**config.mk**
```make
export PLATFORM = sky130hd
export DESIGN_NAME = pcim_read_engine
export DESIGN_NICKNAME = d
export VERILOG_FILES = /design/src/common/host_mem_pkg.sv /design/src/pcim_read/pcim_read_engine.sv /design/src/cmd_fifo.sv
export SDC_FILE = /design/constraint.sdc
export NUM_CORES = 1
export LEC_CHECK = 0
export BUFFER_PORTS_ARGS = -buffer_cell sky130_fd_sc_hd__buf_4
export CAP_MARGIN = 20
export CELL_PAD_IN_SITES_DETAIL_PLACEMENT = 2
export CELL_PAD_IN_SITES_GLOBAL_PLACEMENT = 2
export CORE_MARGIN = 10
export CORE_UTILIZATION = 30
export CTS_BUF_LIST = sky130_fd_sc_hd__clkbuf_8
export DETAILED_ROUTE_END_ITERATION = 8
export GPL_ROUTABILITY_DRIVEN = 0
export GPL_TIMING_DRIVEN = 0
export PLACE_DENSITY_LB_ADDON = 0.2
export SYNTH_ARGS = -nofsm -noshare
export SYNTH_HDL_FRONTEND = slang
export SYNTH_SLANG_ARGS = --single-unit
```
**constraint.sdc**
```tcl
create_clock -name clk_out -period 3.05 [get_ports clk_out]
set_clock_uncertainty 0.1 [all_clocks]
set_input_delay 0.4575 -clock clk_out [delete_from_list [all_inputs] [get_ports clk_out]]
set_output_delay 0.4575 -clock clk_out [all_outputs]
set_load 0.005 [all_outputs]
```
**src/common/host_mem_pkg.sv**
```systemverilog
package host_mem_pkg;

   // ----------------------------------------------------------
   // bus and memory geometry
   // ----------------------------------------------------------
   localparam int ADDR_W     = 32;
   localparam int DATA_W     = 64;
   localparam int BEAT_BYTES = DATA_W / 8;
   localparam int BEAT_SHIFT = 3;           // log2 of BEAT_BYTES
   localparam int ID_W       = 5;
   localparam int LEN_W      = 8;           // beats minus one

   localparam int MEM_WORDS  = 256;
   localparam int MEM_IDX_W  = 8;

   // queue depths
   localparam int CMD_DEPTH  = 4;
   localparam int BEAT_DEPTH = 8;

   localparam logic [1:0] RESP_OKAY = 2'b00;

   // read sequencer states
   localparam logic [1:0] RD_IDLE    = 2'd0;
   localparam logic [1:0] RD_ISSUE   = 2'd1;
   localparam logic [1:0] RD_PRESENT = 2'd2;

   // one beat, as a word or as byte lanes
   typedef union packed {
      logic [DATA_W-1:0]          word;
      logic [BEAT_BYTES-1:0][7:0] bytes;
   } beat_u;

endpackage

```
**src/pcim_read/pcim_read_engine.sv**
```systemverilog
`timescale 1ns/1ps

module pcim_read_engine (
   input  logic                               clk_out,
   input  logic                               sync_rst_n,
   // read address
   input  logic [host_mem_pkg::ID_W-1:0]      arid_i,
   input  logic [host_mem_pkg::ADDR_W-1:0]    araddr_i,
   input  logic [host_mem_pkg::LEN_W-1:0]     arlen_i,
   input  logic                               arvalid_i,
   output logic                               arready_o,
   // read data
   output logic [host_mem_pkg::ID_W-1:0]      rid_o,
   output logic [host_mem_pkg::DATA_W-1:0]    rdata_o,
   output logic [1:0]                         rresp_o,
   output logic                               rlast_o,
   output logic                               rvalid_o,
   input  logic                               rready_i,
   // memory read port
   output logic                               rd_en_o,
   output logic [host_mem_pkg::MEM_IDX_W-1:0] rd_idx_o,
   input  host_mem_pkg::beat_u                rd_data_i
);

   logic [host_mem_pkg::ID_W-1:0]      cmd_id;
   logic [host_mem_pkg::MEM_IDX_W-1:0] cmd_idx;
   logic [host_mem_pkg::LEN_W-1:0]     cmd_len;
   logic                               cmd_full;
   logic                               cmd_empty;
   logic                               cmd_pop;
   logic [1:0]                         state;
   logic [host_mem_pkg::LEN_W-1:0]     beat_cnt;
   logic [host_mem_pkg::MEM_IDX_W-1:0] idx_q;
   logic                               last_beat;

   cmd_fifo #(
      .WIDTH (host_mem_pkg::ID_W + host_mem_pkg::MEM_IDX_W + host_mem_pkg::LEN_W),
      .DEPTH (host_mem_pkg::CMD_DEPTH)
   ) cmd_q_i (
      .clk_out     (clk_out),
      .sync_rst_n  (sync_rst_n),
      .push_i      (arvalid_i),
      .push_data_i ({arid_i, araddr_i[host_mem_pkg::BEAT_SHIFT +: host_mem_pkg::MEM_IDX_W],
                     arlen_i}),
      .full_o      (cmd_full),
      .pop_i       (cmd_pop),
      .pop_data_o  ({cmd_id, cmd_idx, cmd_len}),
      .empty_o     (cmd_empty)
   );

   assign arready_o = ~cmd_full;
   assign last_beat = (beat_cnt == cmd_len);

   // ----------------------------------------------------------
   // beat sequencer
   // ----------------------------------------------------------
   assign rd_en_o  = (state == host_mem_pkg::RD_ISSUE);
   assign rd_idx_o = idx_q;
   assign rvalid_o = (state == host_mem_pkg::RD_PRESENT);
   assign rlast_o  = rvalid_o & last_beat;
   assign rid_o    = cmd_id;               // head stays until the burst ends
   assign rdata_o  = rd_data_i.word;       // held by the ram register
   assign rresp_o  = host_mem_pkg::RESP_OKAY;
   assign cmd_pop  = rlast_o & rready_i;

   always_ff @(posedge clk_out or negedge sync_rst_n) begin
      if (!sync_rst_n) begin
         state    <= host_mem_pkg::RD_IDLE;
         beat_cnt <= '0;
         idx_q    <= '0;
      end else begin
         case (state)
            host_mem_pkg::RD_IDLE: begin
               if (!cmd_empty) begin
                  idx_q    <= cmd_idx;
                  beat_cnt <= '0;
                  state    <= host_mem_pkg::RD_ISSUE;
               end
            end
            host_mem_pkg::RD_ISSUE: begin
               state <= host_mem_pkg::RD_PRESENT;   // data lands next edge
            end
            host_mem_pkg::RD_PRESENT: begin
               if (rready_i) begin
                  if (last_beat) begin
                     state <= host_mem_pkg::RD_IDLE;
                  end else begin
                     beat_cnt <= beat_cnt + 1'b1;
                     idx_q    <= idx_q + 1'b1;   // wraps at memory depth
                     state    <= host_mem_pkg::RD_ISSUE;
                  end
               end
            end
            default: state <= host_mem_pkg::RD_IDLE;
         endcase
      end
   end

endmodule

```
**src/cmd_fifo.sv**
```systemverilog
`timescale 1ns/1ps

module cmd_fifo #(
   parameter int WIDTH = 8,
   parameter int DEPTH = 4
) (
   input  logic             clk_out,
   input  logic             sync_rst_n,
   input  logic             push_i,
   input  logic [WIDTH-1:0] push_data_i,
   output logic             full_o,
   input  logic             pop_i,
   output logic [WIDTH-1:0] pop_data_o,
   output logic             empty_o
);

   logic [WIDTH-1:0]         mem [DEPTH];
   logic [$clog2(DEPTH)-1:0] wr_ptr;
   logic [$clog2(DEPTH)-1:0] rd_ptr;
   logic [$clog2(DEPTH):0]   count;
   logic                     do_push;
   logic                     do_pop;

   assign full_o     = (count == ($clog2(DEPTH)+1)'(DEPTH));
   assign empty_o    = (count == '0);
   assign do_push    = push_i & ~full_o;
   assign do_pop     = pop_i & ~empty_o;
   assign pop_data_o = mem[rd_ptr];   // head shows without a pop

   always_ff @(posedge clk_out) begin
      if (do_push) begin
         mem[wr_ptr] <= push_data_i;
      end
   end

   // pointers wrap on their own, depth is a power of two
   always_ff @(posedge clk_out or negedge sync_rst_n) begin
      if (!sync_rst_n) begin
         wr_ptr <= '0;
         rd_ptr <= '0;
         count  <= '0;
      end else begin
         if (do_push) wr_ptr <= wr_ptr + 1'b1;
         if (do_pop)  rd_ptr <= rd_ptr + 1'b1;
         case ({do_push, do_pop})
            2'b10:   count <= count + 1'b1;
            2'b01:   count <= count - 1'b1;
            default: count <= count;   // none or both
         endcase
      end
   end

endmodule

```
==> flow_summary.ini, run 1 <==
[placed_design]
dp_hpwl_mm = 11.78
dp_cells = 691
numPortBuffers = 105
place_area_mm2 = 0.006455

[worst_setup_path]
end_kind = flop
critPathKind = flop to flop
cp.required_ns = 3.25
ff2ff_path_depth = 13
cp-start-kind = flop
arrival_ns = 3.25
critPathMaxFanout = 5

[finish]
syn2layout_area_growth_pct = 28.56
drive_gt1_frac = 0.4837
n_antenna_cell = 0
stdcell_area_mm2 = 0.006793
final_net_count = 608
num-fill-cells = 1761
finalNonFillerCells = 717

[clocking]
cts_tree = yes
cts_root_buf = clkbuf_8
clockBufferDepth = 2
numCtsBuffers = 9
ctsHtreeMaxLevel = 3
path_clk_slew_ns = 0.11
clk_latency_ns = 0.38
clock-sinks = 109

[floorplan]
core_area_mm2 = 0.01730
die-area_mm2 = 0.02332
die_w_um = 152.7
initial_core_util = 0.3055
io_pins = 196
rows = 48
die_h_um = 152.7

[sta]
slew_violations = 0
rsz0062_at_grt = yes
period_needed_ns = 3.046
max_freq_ghz = 0.3283
tightest_slew_ns = 0.7749
slew-limit-headroom = 0.4834
setup_violations = 0
fin_crit_sh = 0.9985
final-hold-violation-count = 0

[grt]
grt_pass1_vias = 3799
overflow = 0
grt_max_degree = 26
grt_use_total = 0.1305
grt_pass1_wl_mm = 23.98
antenna_found_initial = 0

[job]
drv_cap = 0

[power_and_ir_drop]
p_clk_frac = 0.197
cellPowerDensity_mw_per_mm2 = 686.7
power_leakage_nw = 2.709
p_seq_frac = 0.462
vdd_drop_max_mv = 0.3282
p_int_w = 0.003080
switchingPower_w = 0.001584
combPwrFrac = 0.341
p_sw_frac = 0.3397

[synthesis]
yosys.area.top_type = edfxtp_1
synth_ff_type = edfxtp_1
avgSynthCellArea_um2 = 14.84
ys_async_sr_fraction = 0.2294
yosysTopAreaCellShare = 0.4774
syn_inst = 356
yosys-top-cells-area = edfxtp_1, dfrtp_1, buf_4, mux4_2, mux4_1
syn_area_mm2 = 0.005284
yosys_warnings = 0
synth_edf_count = 84
yosysUniqueCellTypes = 51
synth-seq-cells = 109
yosysSeqAreaShare = 0.5958

[route]
drt-initial-drc-count = 123
via_per_inst = 4.704
dr.pass1.iters = 4
post-route-drc-count = 0
wl_mm = 15.40
dr_total_vias = 3373
wl_per_cell_um = 21.48
drtAntennaViolNets = 0

[status]
status = finished clean

[hold_path]
hold_class = primary input to flop
hold_depth = 1
-- final cells by class --
type / instances / area, um2 / share of cell area
plain buffers: 76 / 561.8 / 0.08270
inverters: 12 / 45.04 / 0.006631
well taps: 225 / 281.5 / 0.04144
clock buffers: 9 / 123.9 / 0.01824
repair buffers: 120 / 987.2 / 0.1453
multi-input cells: 159 / 1564 / 0.2302
clock inverters: 7 / 81.33 / 0.01197
flip-flops and latches: 109 / 3148 / 0.4634
-- power groups by stage --
stage | registers (W) | logic (W) | clock network (W)
2_1_floorplan | 0.00213 | 0.000929 | 0
3_3_place_gp | 0.00217 | 0.00145 | 0
3_5_place_dp | 0.00219 | 0.00159 | 0
4_1_cts | 0.00217 | 0.00163 | 0.000958
5_1_grt | 0.00220 | 0.00178 | 0.00100
6_report | 0.00216 | 0.00159 | 0.000920
-- critical path: stages, from the launching register on --
cell,delay [ns]
dfrtp_1,0.36
buf_6,0.14
buf_12,0.11
buf_12,0.10
mux4_2,0.52
xnor2_2,0.22
nand4_4,0.18
nor4_4,0.21
ha_2,0.24
inv_2,0.04
fa_2,0.32
xor2_1,0.15
nor2_1,0.13
xor2_1,0.14
-- state kept, by name, indices dropped and copies added (netlist names) --
| register | cells |
|---|---|
| cmd_q_i.rd_ptr | 2 |
| beat_cnt | 8 |
| cmd_q_i.mem | 84 |
| cmd_q_i.count | 3 |
| rd_idx_o | 8 |
| cmd_q_i.wr_ptr | 2 |
| state | 2 |
-- metal layers --
metal  wire, um  GRT usage  vias to the layer above
met3       1062    0.03782                       11
met5          0          0                        -
met2       7516     0.2200                      147
met1       6674     0.1589                     1687
met4        144    0.03542                        0
li1           -          -                     1528
-- cells in the final DEF, fill, tap and decap left out, types with 2 or more instances in the layout --
| cell type | n |
|---|---|
| a211oi_1 | 2 |
| a21oi_1 | 6 |
| a31oi_1 | 2 |
| and3_1 | 9 |
| buf_12 | 2 |
| buf_16 | 3 |
| buf_4 | 180 |
| buf_6 | 2 |
| clkbuf_1 | 5 |
| clkbuf_8 | 9 |
| conb_1 | 2 |
| dfrtp_1 | 25 |
| edfxtp_1 | 84 |
| ha_1 | 6 |
| inv_1 | 10 |
| inv_2 | 2 |
| inv_8 | 2 |
| mux2i_1 | 4 |
| mux4_1 | 9 |
| mux4_2 | 12 |
| nand2_1 | 16 |
| nand2b_1 | 6 |
| nand3_1 | 12 |
| nand4_4 | 2 |
| nor2_1 | 4 |
| nor2b_1 | 2 |
| o211ai_1 | 3 |
| o21ai_0 | 19 |
| o21bai_1 | 2 |
| o31ai_1 | 5 |
| or3_1 | 2 |
| xnor2_1 | 3 |
| xnor2_2 | 7 |
| xor2_1 | 4 |
-- synthesized netlist by cell type (all sizes together) (3+ instances only) --
library cell  count
a21oi             6
nor2              5
xor2              4
edfxtp           84
nor4              3
o211ai            4
and3              9
inv              12
nand2            16
clkbuf            6
nor3              3
buf              71
mux2i             4
dfrtp            25
o31ai             6
nand3            12
xnor2            10
nand2b            6
o21ai            19
mux4             21
ha                7
-- final timing paths --
check	start	end	slack, ns
setup reg to reg	cmd_q_i.rd_ptr[0]$_DFFE_PN0P_	cmd_q_i.count[2]$_DFFE_PN0P_	0.004
max in group asynchronous	sync_rst_n	beat_cnt[7]$_DFFE_PN0P_	2.14
hold / removal	arid_i[0]	cmd_q_i.mem[0][16]$_DFFE_PP_	0.17
setup / recovery	cmd_q_i.rd_ptr[0]$_DFFE_PN0P_	cmd_q_i.count[2]$_DFFE_PN0P_	0.004
min in group asynchronous	sync_rst_n	cmd_q_i.wr_ptr[1]$_DFFE_PN0P_	0.43
hold reg to reg	cmd_q_i.count[0]$_DFFE_PN0P_	cmd_q_i.count[0]$_DFFE_PN0P_	0.42
-- kinds of logic (layout without fill, tap and decap cells) --
family / Yosys count / after routing / synth area share
and+or+nand+nor: 63 / 63 / 0.07341
muxes: 25 / 25 / 0.1035
xor gates and xnor gates: 14 / 14 / 0.03031
adders and majority gates: 8 / 8 / 0.02036
AOI/OAI and AO/OA: 47 / 47 / 0.06109
DFF: 109 / 109 / 0.5958
buffers and inverters: 89 / 224 / 0.1148
other: 1 / 2 / 0.0007097
-- what timing repair did --
item,CTS,global route
pin swaps,8,1
buffers inserted,9,1
setup endpoints to repair,11,4
hold endpoints to repair,25,0
resized for setup,10,0
cloned,0,0
hold buffers,1,0
-- per-stage QoR --
stage | worst slack, ns | total power (W) | hold slack, ns | utilization | setup TNS [ns]
detailed placement | -0.5878 | 0.003779 | 0.3096 | 0.3732 | -0.9883
CTS | -0.02420 | 0.004755 | 0.1444 | 0.3925 | -0.03238
finish | 0.004457 | 0.004664 | 0.1714 | 0.3927 | 0
global placement | -0.4943 | 0.003624 | 0.3075 | 0.3675 | -0.7857
floorplan | 0.03999 | 0.003056 | 0.06191 | - | 0
global route | -0.1785 | 0.004978 | 0.1525 | 0.3927 | -0.2345
Note: power is estimated with default switching activity, not from simulation.
==> inputs of run 2 (changes only) <==
- CORE_ASPECT_RATIO: unset -> 0.9
==> flow_summary.ini, run 2 (same netlist as run 1, synthesis figures left out) <==
[floorplan]
die-area_mm2 = 0.02333
die_h_um = 145.9
rows = 45
die_w_um = 159.9
core_area_mm2 = 0.01706
io_pins = 196
initial_core_util = 0.3097

[sta]
slew_violations = 0
period_needed_ns = 3.067
setup_violations = 1
worst_slack_ns = -0.01664
rsz0062_at_grt = yes
tightest_slew_ns = 0.7879
max_freq_ghz = 0.3261
final-hold-violation-count = 0
slew-limit-headroom = 0.4747
fin_crit_sh = 1.005

[route]
wl_per_cell_um = 20.95
wl_mm = 15.36
drt-initial-drc-count = 145
drtAntennaViolNets = 0
dr.pass1.iters = 6
via_per_inst = 4.596
post-route-drc-count = 0
dr_total_vias = 3369

[worst_setup_path]
arrival_ns = 3.27
cp.required_ns = 3.26
critPathTopFamily = adder cells
critPathMaxFanout = 5
critPathKind = flop to flop
slowest_stage = mux4_2
end_kind = flop
cp-start-kind = flop
critPathMaxStageDelay_ns = 0.54
cp_cell_sequence = buf_6 > buf_12 > buf_12 > mux4_2 > xnor2_2 > nand4_4 > nor4_4 > ha_2 > inv_2 > fa_2 > xor2_1 > nor2_1 > xor2_1
path_buf_inv = 4

[grt]
grt_use_total = 0.1316
use_met3 = 0.04744
grt_max_degree = 26
grt_use_met1 = 0.1584
grt_pass1_vias = 3810
grt_pass1_wl_mm = 23.89
overflow = 0
use_met2 = 0.2225
busiest_layer = met2
antenna_found_initial = 0

[clocking]
numCtsBuffers = 9
clk_latency_ns = 0.39
path_clk_slew_ns = 0.11
clockBufferDepth = 2
ctsHtreeMaxLevel = 3
cts_root_buf = clkbuf_8
clock-sinks = 109
cts_tree = yes

[finish]
layout_commonest_cell = buf_4
syn2layout_area_growth_pct = 29.91
largest_reg_flops = 84
layout_common_cells = buf_4, edfxtp_1, dfrtp_1
drive_gt1_frac = 0.4920
largest_register = cmd_q_i.mem
final_net_count = 614
utilization = 0.4023
n_antenna_cell = 0
finalNonFillerCells = 733

[hold_path]
hold_class = primary input to flop

[power_and_ir_drop]
vdd_drop_max_mv = 0.4763
cellPowerDensity_mw_per_mm2 = 691.9
power_leakage_nw = 2.758

[placed_design]
numPortBuffers = 105
dp_hpwl_mm = 11.80
dp_cells = 701

[job]
drv_cap = 0

[status]
status = complete, but fails checks
violations = setup timing
[run 2: cell types whose count changed in the layout (fill, tap and decap cells not counted), sizes merged]
cell      change
buf           +6
bufinv        +1
clkinvlp      -1
[run 2: area by class of cell]
type / instances / area [um2]
Timing Repair Buffer: 126 / 1007
Tap cell: 235 / 294.0
Inverter: 12 / 45.04
Clock buffer: 9 / 123.9
Sequential cell: 109 / 3148
Buffer: 76 / 561.8
Multi-Input combinational cell: 159 / 1570
Fill cell: 1744 / 10200
Clock inverter: 7 / 113.9
[run 2: metrics by stage]
step	hold slack (ns)	setup TNS [ns]	setup WS, ns	power (W)	cell area, um2
finish	0.1677	-0.01664	-0.01664	0.004749	6864
global route	0.1386	-0.3394	-0.2017	0.005080	6864
CTS	0.1432	-0.06901	-0.04733	0.004829	6839
detailed placement	0.3016	-1.014	-0.5693	0.003757	6442
global placement	0.3039	-0.9455	-0.5657	0.003618	6370
floorplan	0.06191	0	0.03999	0.003056	5288
[run 2: metal layers]
layer,share of wire,routed length (um),up-vias
li1,-,-,1540
met1,0.44,6773,1683
met2,0.49,7479,140
met3,0.067,1033,6
met4,0.0048,74,0
met5,0,0,-
[run 2: worst register-to-register path: cells and delay by family (launching register included)]
kind                     cells  cell delay (ns)
adder cells (fa/ha/maj)      2             0.57
AND/OR/NAND/NOR              3             0.50
flip-flops                   1             0.36
buffers and inverters        4             0.39
XOR/XNOR                     3             0.53
multiplexers                 1             0.54
[run 2: where the power goes]
group | switching (W) | internal, W | total, W
combinational | 0.000863 | 0.000716 | 0.00158
clock | 0.000532 | 0.000482 | 0.00101
sequential | 0.000192 | 0.00196 | 0.00215
total | 0.00159 | 0.00316 | 0.00475
[run 2: final timing paths]
| check | startpoint | slack [ns] | endpoint | cells past startpoint |
|---|---|---|---|---|
| max | cmd_q_i.rd_ptr[0]$_DFFE_PN0P_ | -0.02 | cmd_q_i.count[2]$_DFFE_PN0P_ | 13 |
| min | arlen_i[0] | 0.17 | cmd_q_i.mem[1][0]$_DFFE_PP_ | 1 |
| max reg2reg | cmd_q_i.rd_ptr[0]$_DFFE_PN0P_ | -0.02 | cmd_q_i.count[2]$_DFFE_PN0P_ | 13 |
| min reg2reg | cmd_q_i.count[0]$_DFFE_PN0P_ | 0.42 | cmd_q_i.count[0]$_DFFE_PN0P_ | 1 |
| max in group asynchronous | sync_rst_n | 2.11 | beat_cnt[0]$_DFFE_PN0P_ | 2 |
| min in group asynchronous | sync_rst_n | 0.46 | beat_cnt[6]$_DFFE_PN0P_ | 2 |
[run 2: repair_timing]
item,CTS,global route
setup endpoints to repair,9,3
endpoints found under the hold margin,25,0
buffers inserted,13,3
pin swaps,7,3
hold buffers,1,0
gates resized for setup,10,1
==> inputs of run 3 (changes only) <==
- REMOVE_ABC_BUFFERS: unset -> 1
==> flow_summary.ini, run 3 (same netlist as run 1, synthesis figures left out) <==
[status]
status = complete, but fails checks
violations = setup timing

[worst_setup_path]
reg2reg_to = cmd_q_i.count[2]$_DFFE_PN0P_
cp-startpoint = cmd_q_i.rd_ptr[0]$_DFFE_PN0P_
arrival_ns = 3.34
cp.required_ns = 3.27
endpoint = cmd_q_i.count[2]$_DFFE_PN0P_
end_kind = flop
r2r_slack_ns = -0.07
ff2ff_path_depth = 11
cp-start-kind = flop
critPathMaxFanout = 4
critPathKind = flop to flop
rr_startpoint = cmd_q_i.rd_ptr[0]$_DFFE_PN0P_

[placed_design]
dp_cells = 561
place_ws_ns = -0.9018
dp_hpwl_mm = 11.96
numPortBuffers = 41

[grt]
antenna_found_initial = 0
grt_pass1_vias = 3288
grt_max_degree = 26
grt_pass1_wl_mm = 25.12
overflow = 0
grt_use_total = 0.1473

[route]
dr.pass1.iters = 4
post-route-drc-count = 0
wl_per_cell_um = 28.79
drtAntennaViolNets = 0
drt-initial-drc-count = 161
wl_met3_mm = 2.476
met2WireLength_mm = 6.894
top_layer_used = met5
wl_mm = 17.04
dr_total_vias = 2933
wl_met1_mm = 7.370
via_per_inst = 4.954

[sta]
final-hold-violation-count = 0
worst_slack_ns = -0.06589
slew-limit-headroom = 0.3771
period_needed_ns = 3.116
slew_violations = 0
max_freq_ghz = 0.3209
tightest_slew_ns = 0.9324
rsz0062_at_grt = yes
setup_violations = 1
fin_crit_sh = 1.022

[clocking]
ctsHtreeMaxLevel = 3
clock-sinks = 109
cts_tree = yes
path_clk_slew_ns = 0.11
clockBufferDepth = 2
cts_root_buf = clkbuf_8
clk_latency_ns = 0.39
numCtsBuffers = 9

[finish]
n_antenna_cell = 0
drive_gt1_frac = 0.3249
layout_common_cells = edfxtp_1, buf_4, dfrtp_1
layout_commonest_cell = edfxtp_1
largest_reg_flops = 84
syn2layout_area_growth_pct = 10.85
final_net_count = 473
num-fill-cells = 1694
largest_register = cmd_q_i.mem
finalNonFillerCells = 592

[floorplan]
core_area_mm2 = 0.01706
initial_core_util = 0.3097
rows = 45
die_h_um = 145.9
io_pins = 196
die_w_um = 159.9
die-area_mm2 = 0.02333

[hold_path]
hold_class = primary input to flop

[power_and_ir_drop]
cellPowerDensity_mw_per_mm2 = 768.2
power_leakage_nw = 2.091
vdd_drop_max_mv = 0.3046

[job]
drv_cap = 0
-- run 3: cell count changes in the layout (fill, tap and decap cells not counted), sizes merged --
cell,change
buf,-136
bufinv,-1
clkbuf,-5
clkinvlp,+1
-- run 3: timing repair --
item                                   4_1_cts  5_1_grt
buffers inserted                            14        1
resized for setup                           18        5
endpoints found under the hold margin       25        0
setup endpoints to repair                   17        5
hold buffers                                 1        0
pin swaps                                    8        6
-- run 3: critical path, cell delays in order, from the launching register on --
cell,delay [ns]
dfrtp_4,0.52
buf_12,0.15
mux4_2,0.46
xnor2_2,0.20
nand4_4,0.16
nor4_4,0.33
ha_2,0.24
inv_2,0.05
fa_2,0.34
xor2_1,0.16
nor2_1,0.15
xor2_1,0.17
-- run 3: how the worst min path moves through the flow --
stage	start	endpoint	slack [ns]	depth (start not counted)
after CTS	arid_i[0]	cmd_q_i.mem[0][16]$_DFFE_PP_	0.14	1
final	arlen_i[1]	cmd_q_i.mem[2][1]$_DFFE_PP_	0.17	1
after global placement	sync_rst_n	cmd_q_i.count[0]$_DFFE_PN0P_	0.32	1
after detailed placement	sync_rst_n	cmd_q_i.count[2]$_DFFE_PN0P_	0.32	1
after global routing	arlen_i[7]	cmd_q_i.mem[0][7]$_DFFE_PP_	0.14	1
after floorplan	sync_rst_n	beat_cnt[0]$_DFFE_PN0P_	0.06	0
-- run 3: stage by stage --
| stage | area, um2 | power (W) | hold slack [ns] | utilization | TNS [ns] |
|---|---|---|---|---|---|
| final | 5857 | 0.004499 | 0.1656 | 0.3433 | -0.06589 |
| after global routing | 5857 | 0.004820 | 0.1363 | 0.3433 | -0.2929 |
| after CTS | 5828 | 0.004592 | 0.1380 | 0.3416 | -0.09081 |
| after detailed placement | 5466 | 0.003597 | 0.3171 | 0.3204 | -3.325 |
| after global placement | 5328 | 0.003438 | 0.3212 | 0.3123 | -14.42 |
| after floorplan | 4726 | 0.002951 | 0.06191 | - | -1.069 |
-- run 3: area by class of cell --
type | count | area [um2] | area share
flip-flops and latches | 109 | 3154 | 0.5386
multi-input cells | 159 | 1562 | 0.2666
repair buffers | 61 | 603.1 | 0.1030
well taps | 235 | 294.0 | 0.05020
clock buffers | 9 | 123.9 | 0.02115
clock inverters | 7 | 71.32 | 0.01218
inverters | 12 | 48.80 | 0.008332
-- run 3: per-layer routing --
layer	vias to the layer above	GRT usage
met1	1507	0.1816
met4	6	0.03073
met3	18	0.1155
li1	1253	-
met2	149	0.1908
met5	-	0.06048
-- run 3: report_power, final --
part	internal, W	total (W)	switching, W
Clock	0.000385	0.000903	0.000518
Sequential	0.00196	0.00217	0.000207
Combinational	0.000624	0.00143	0.000802
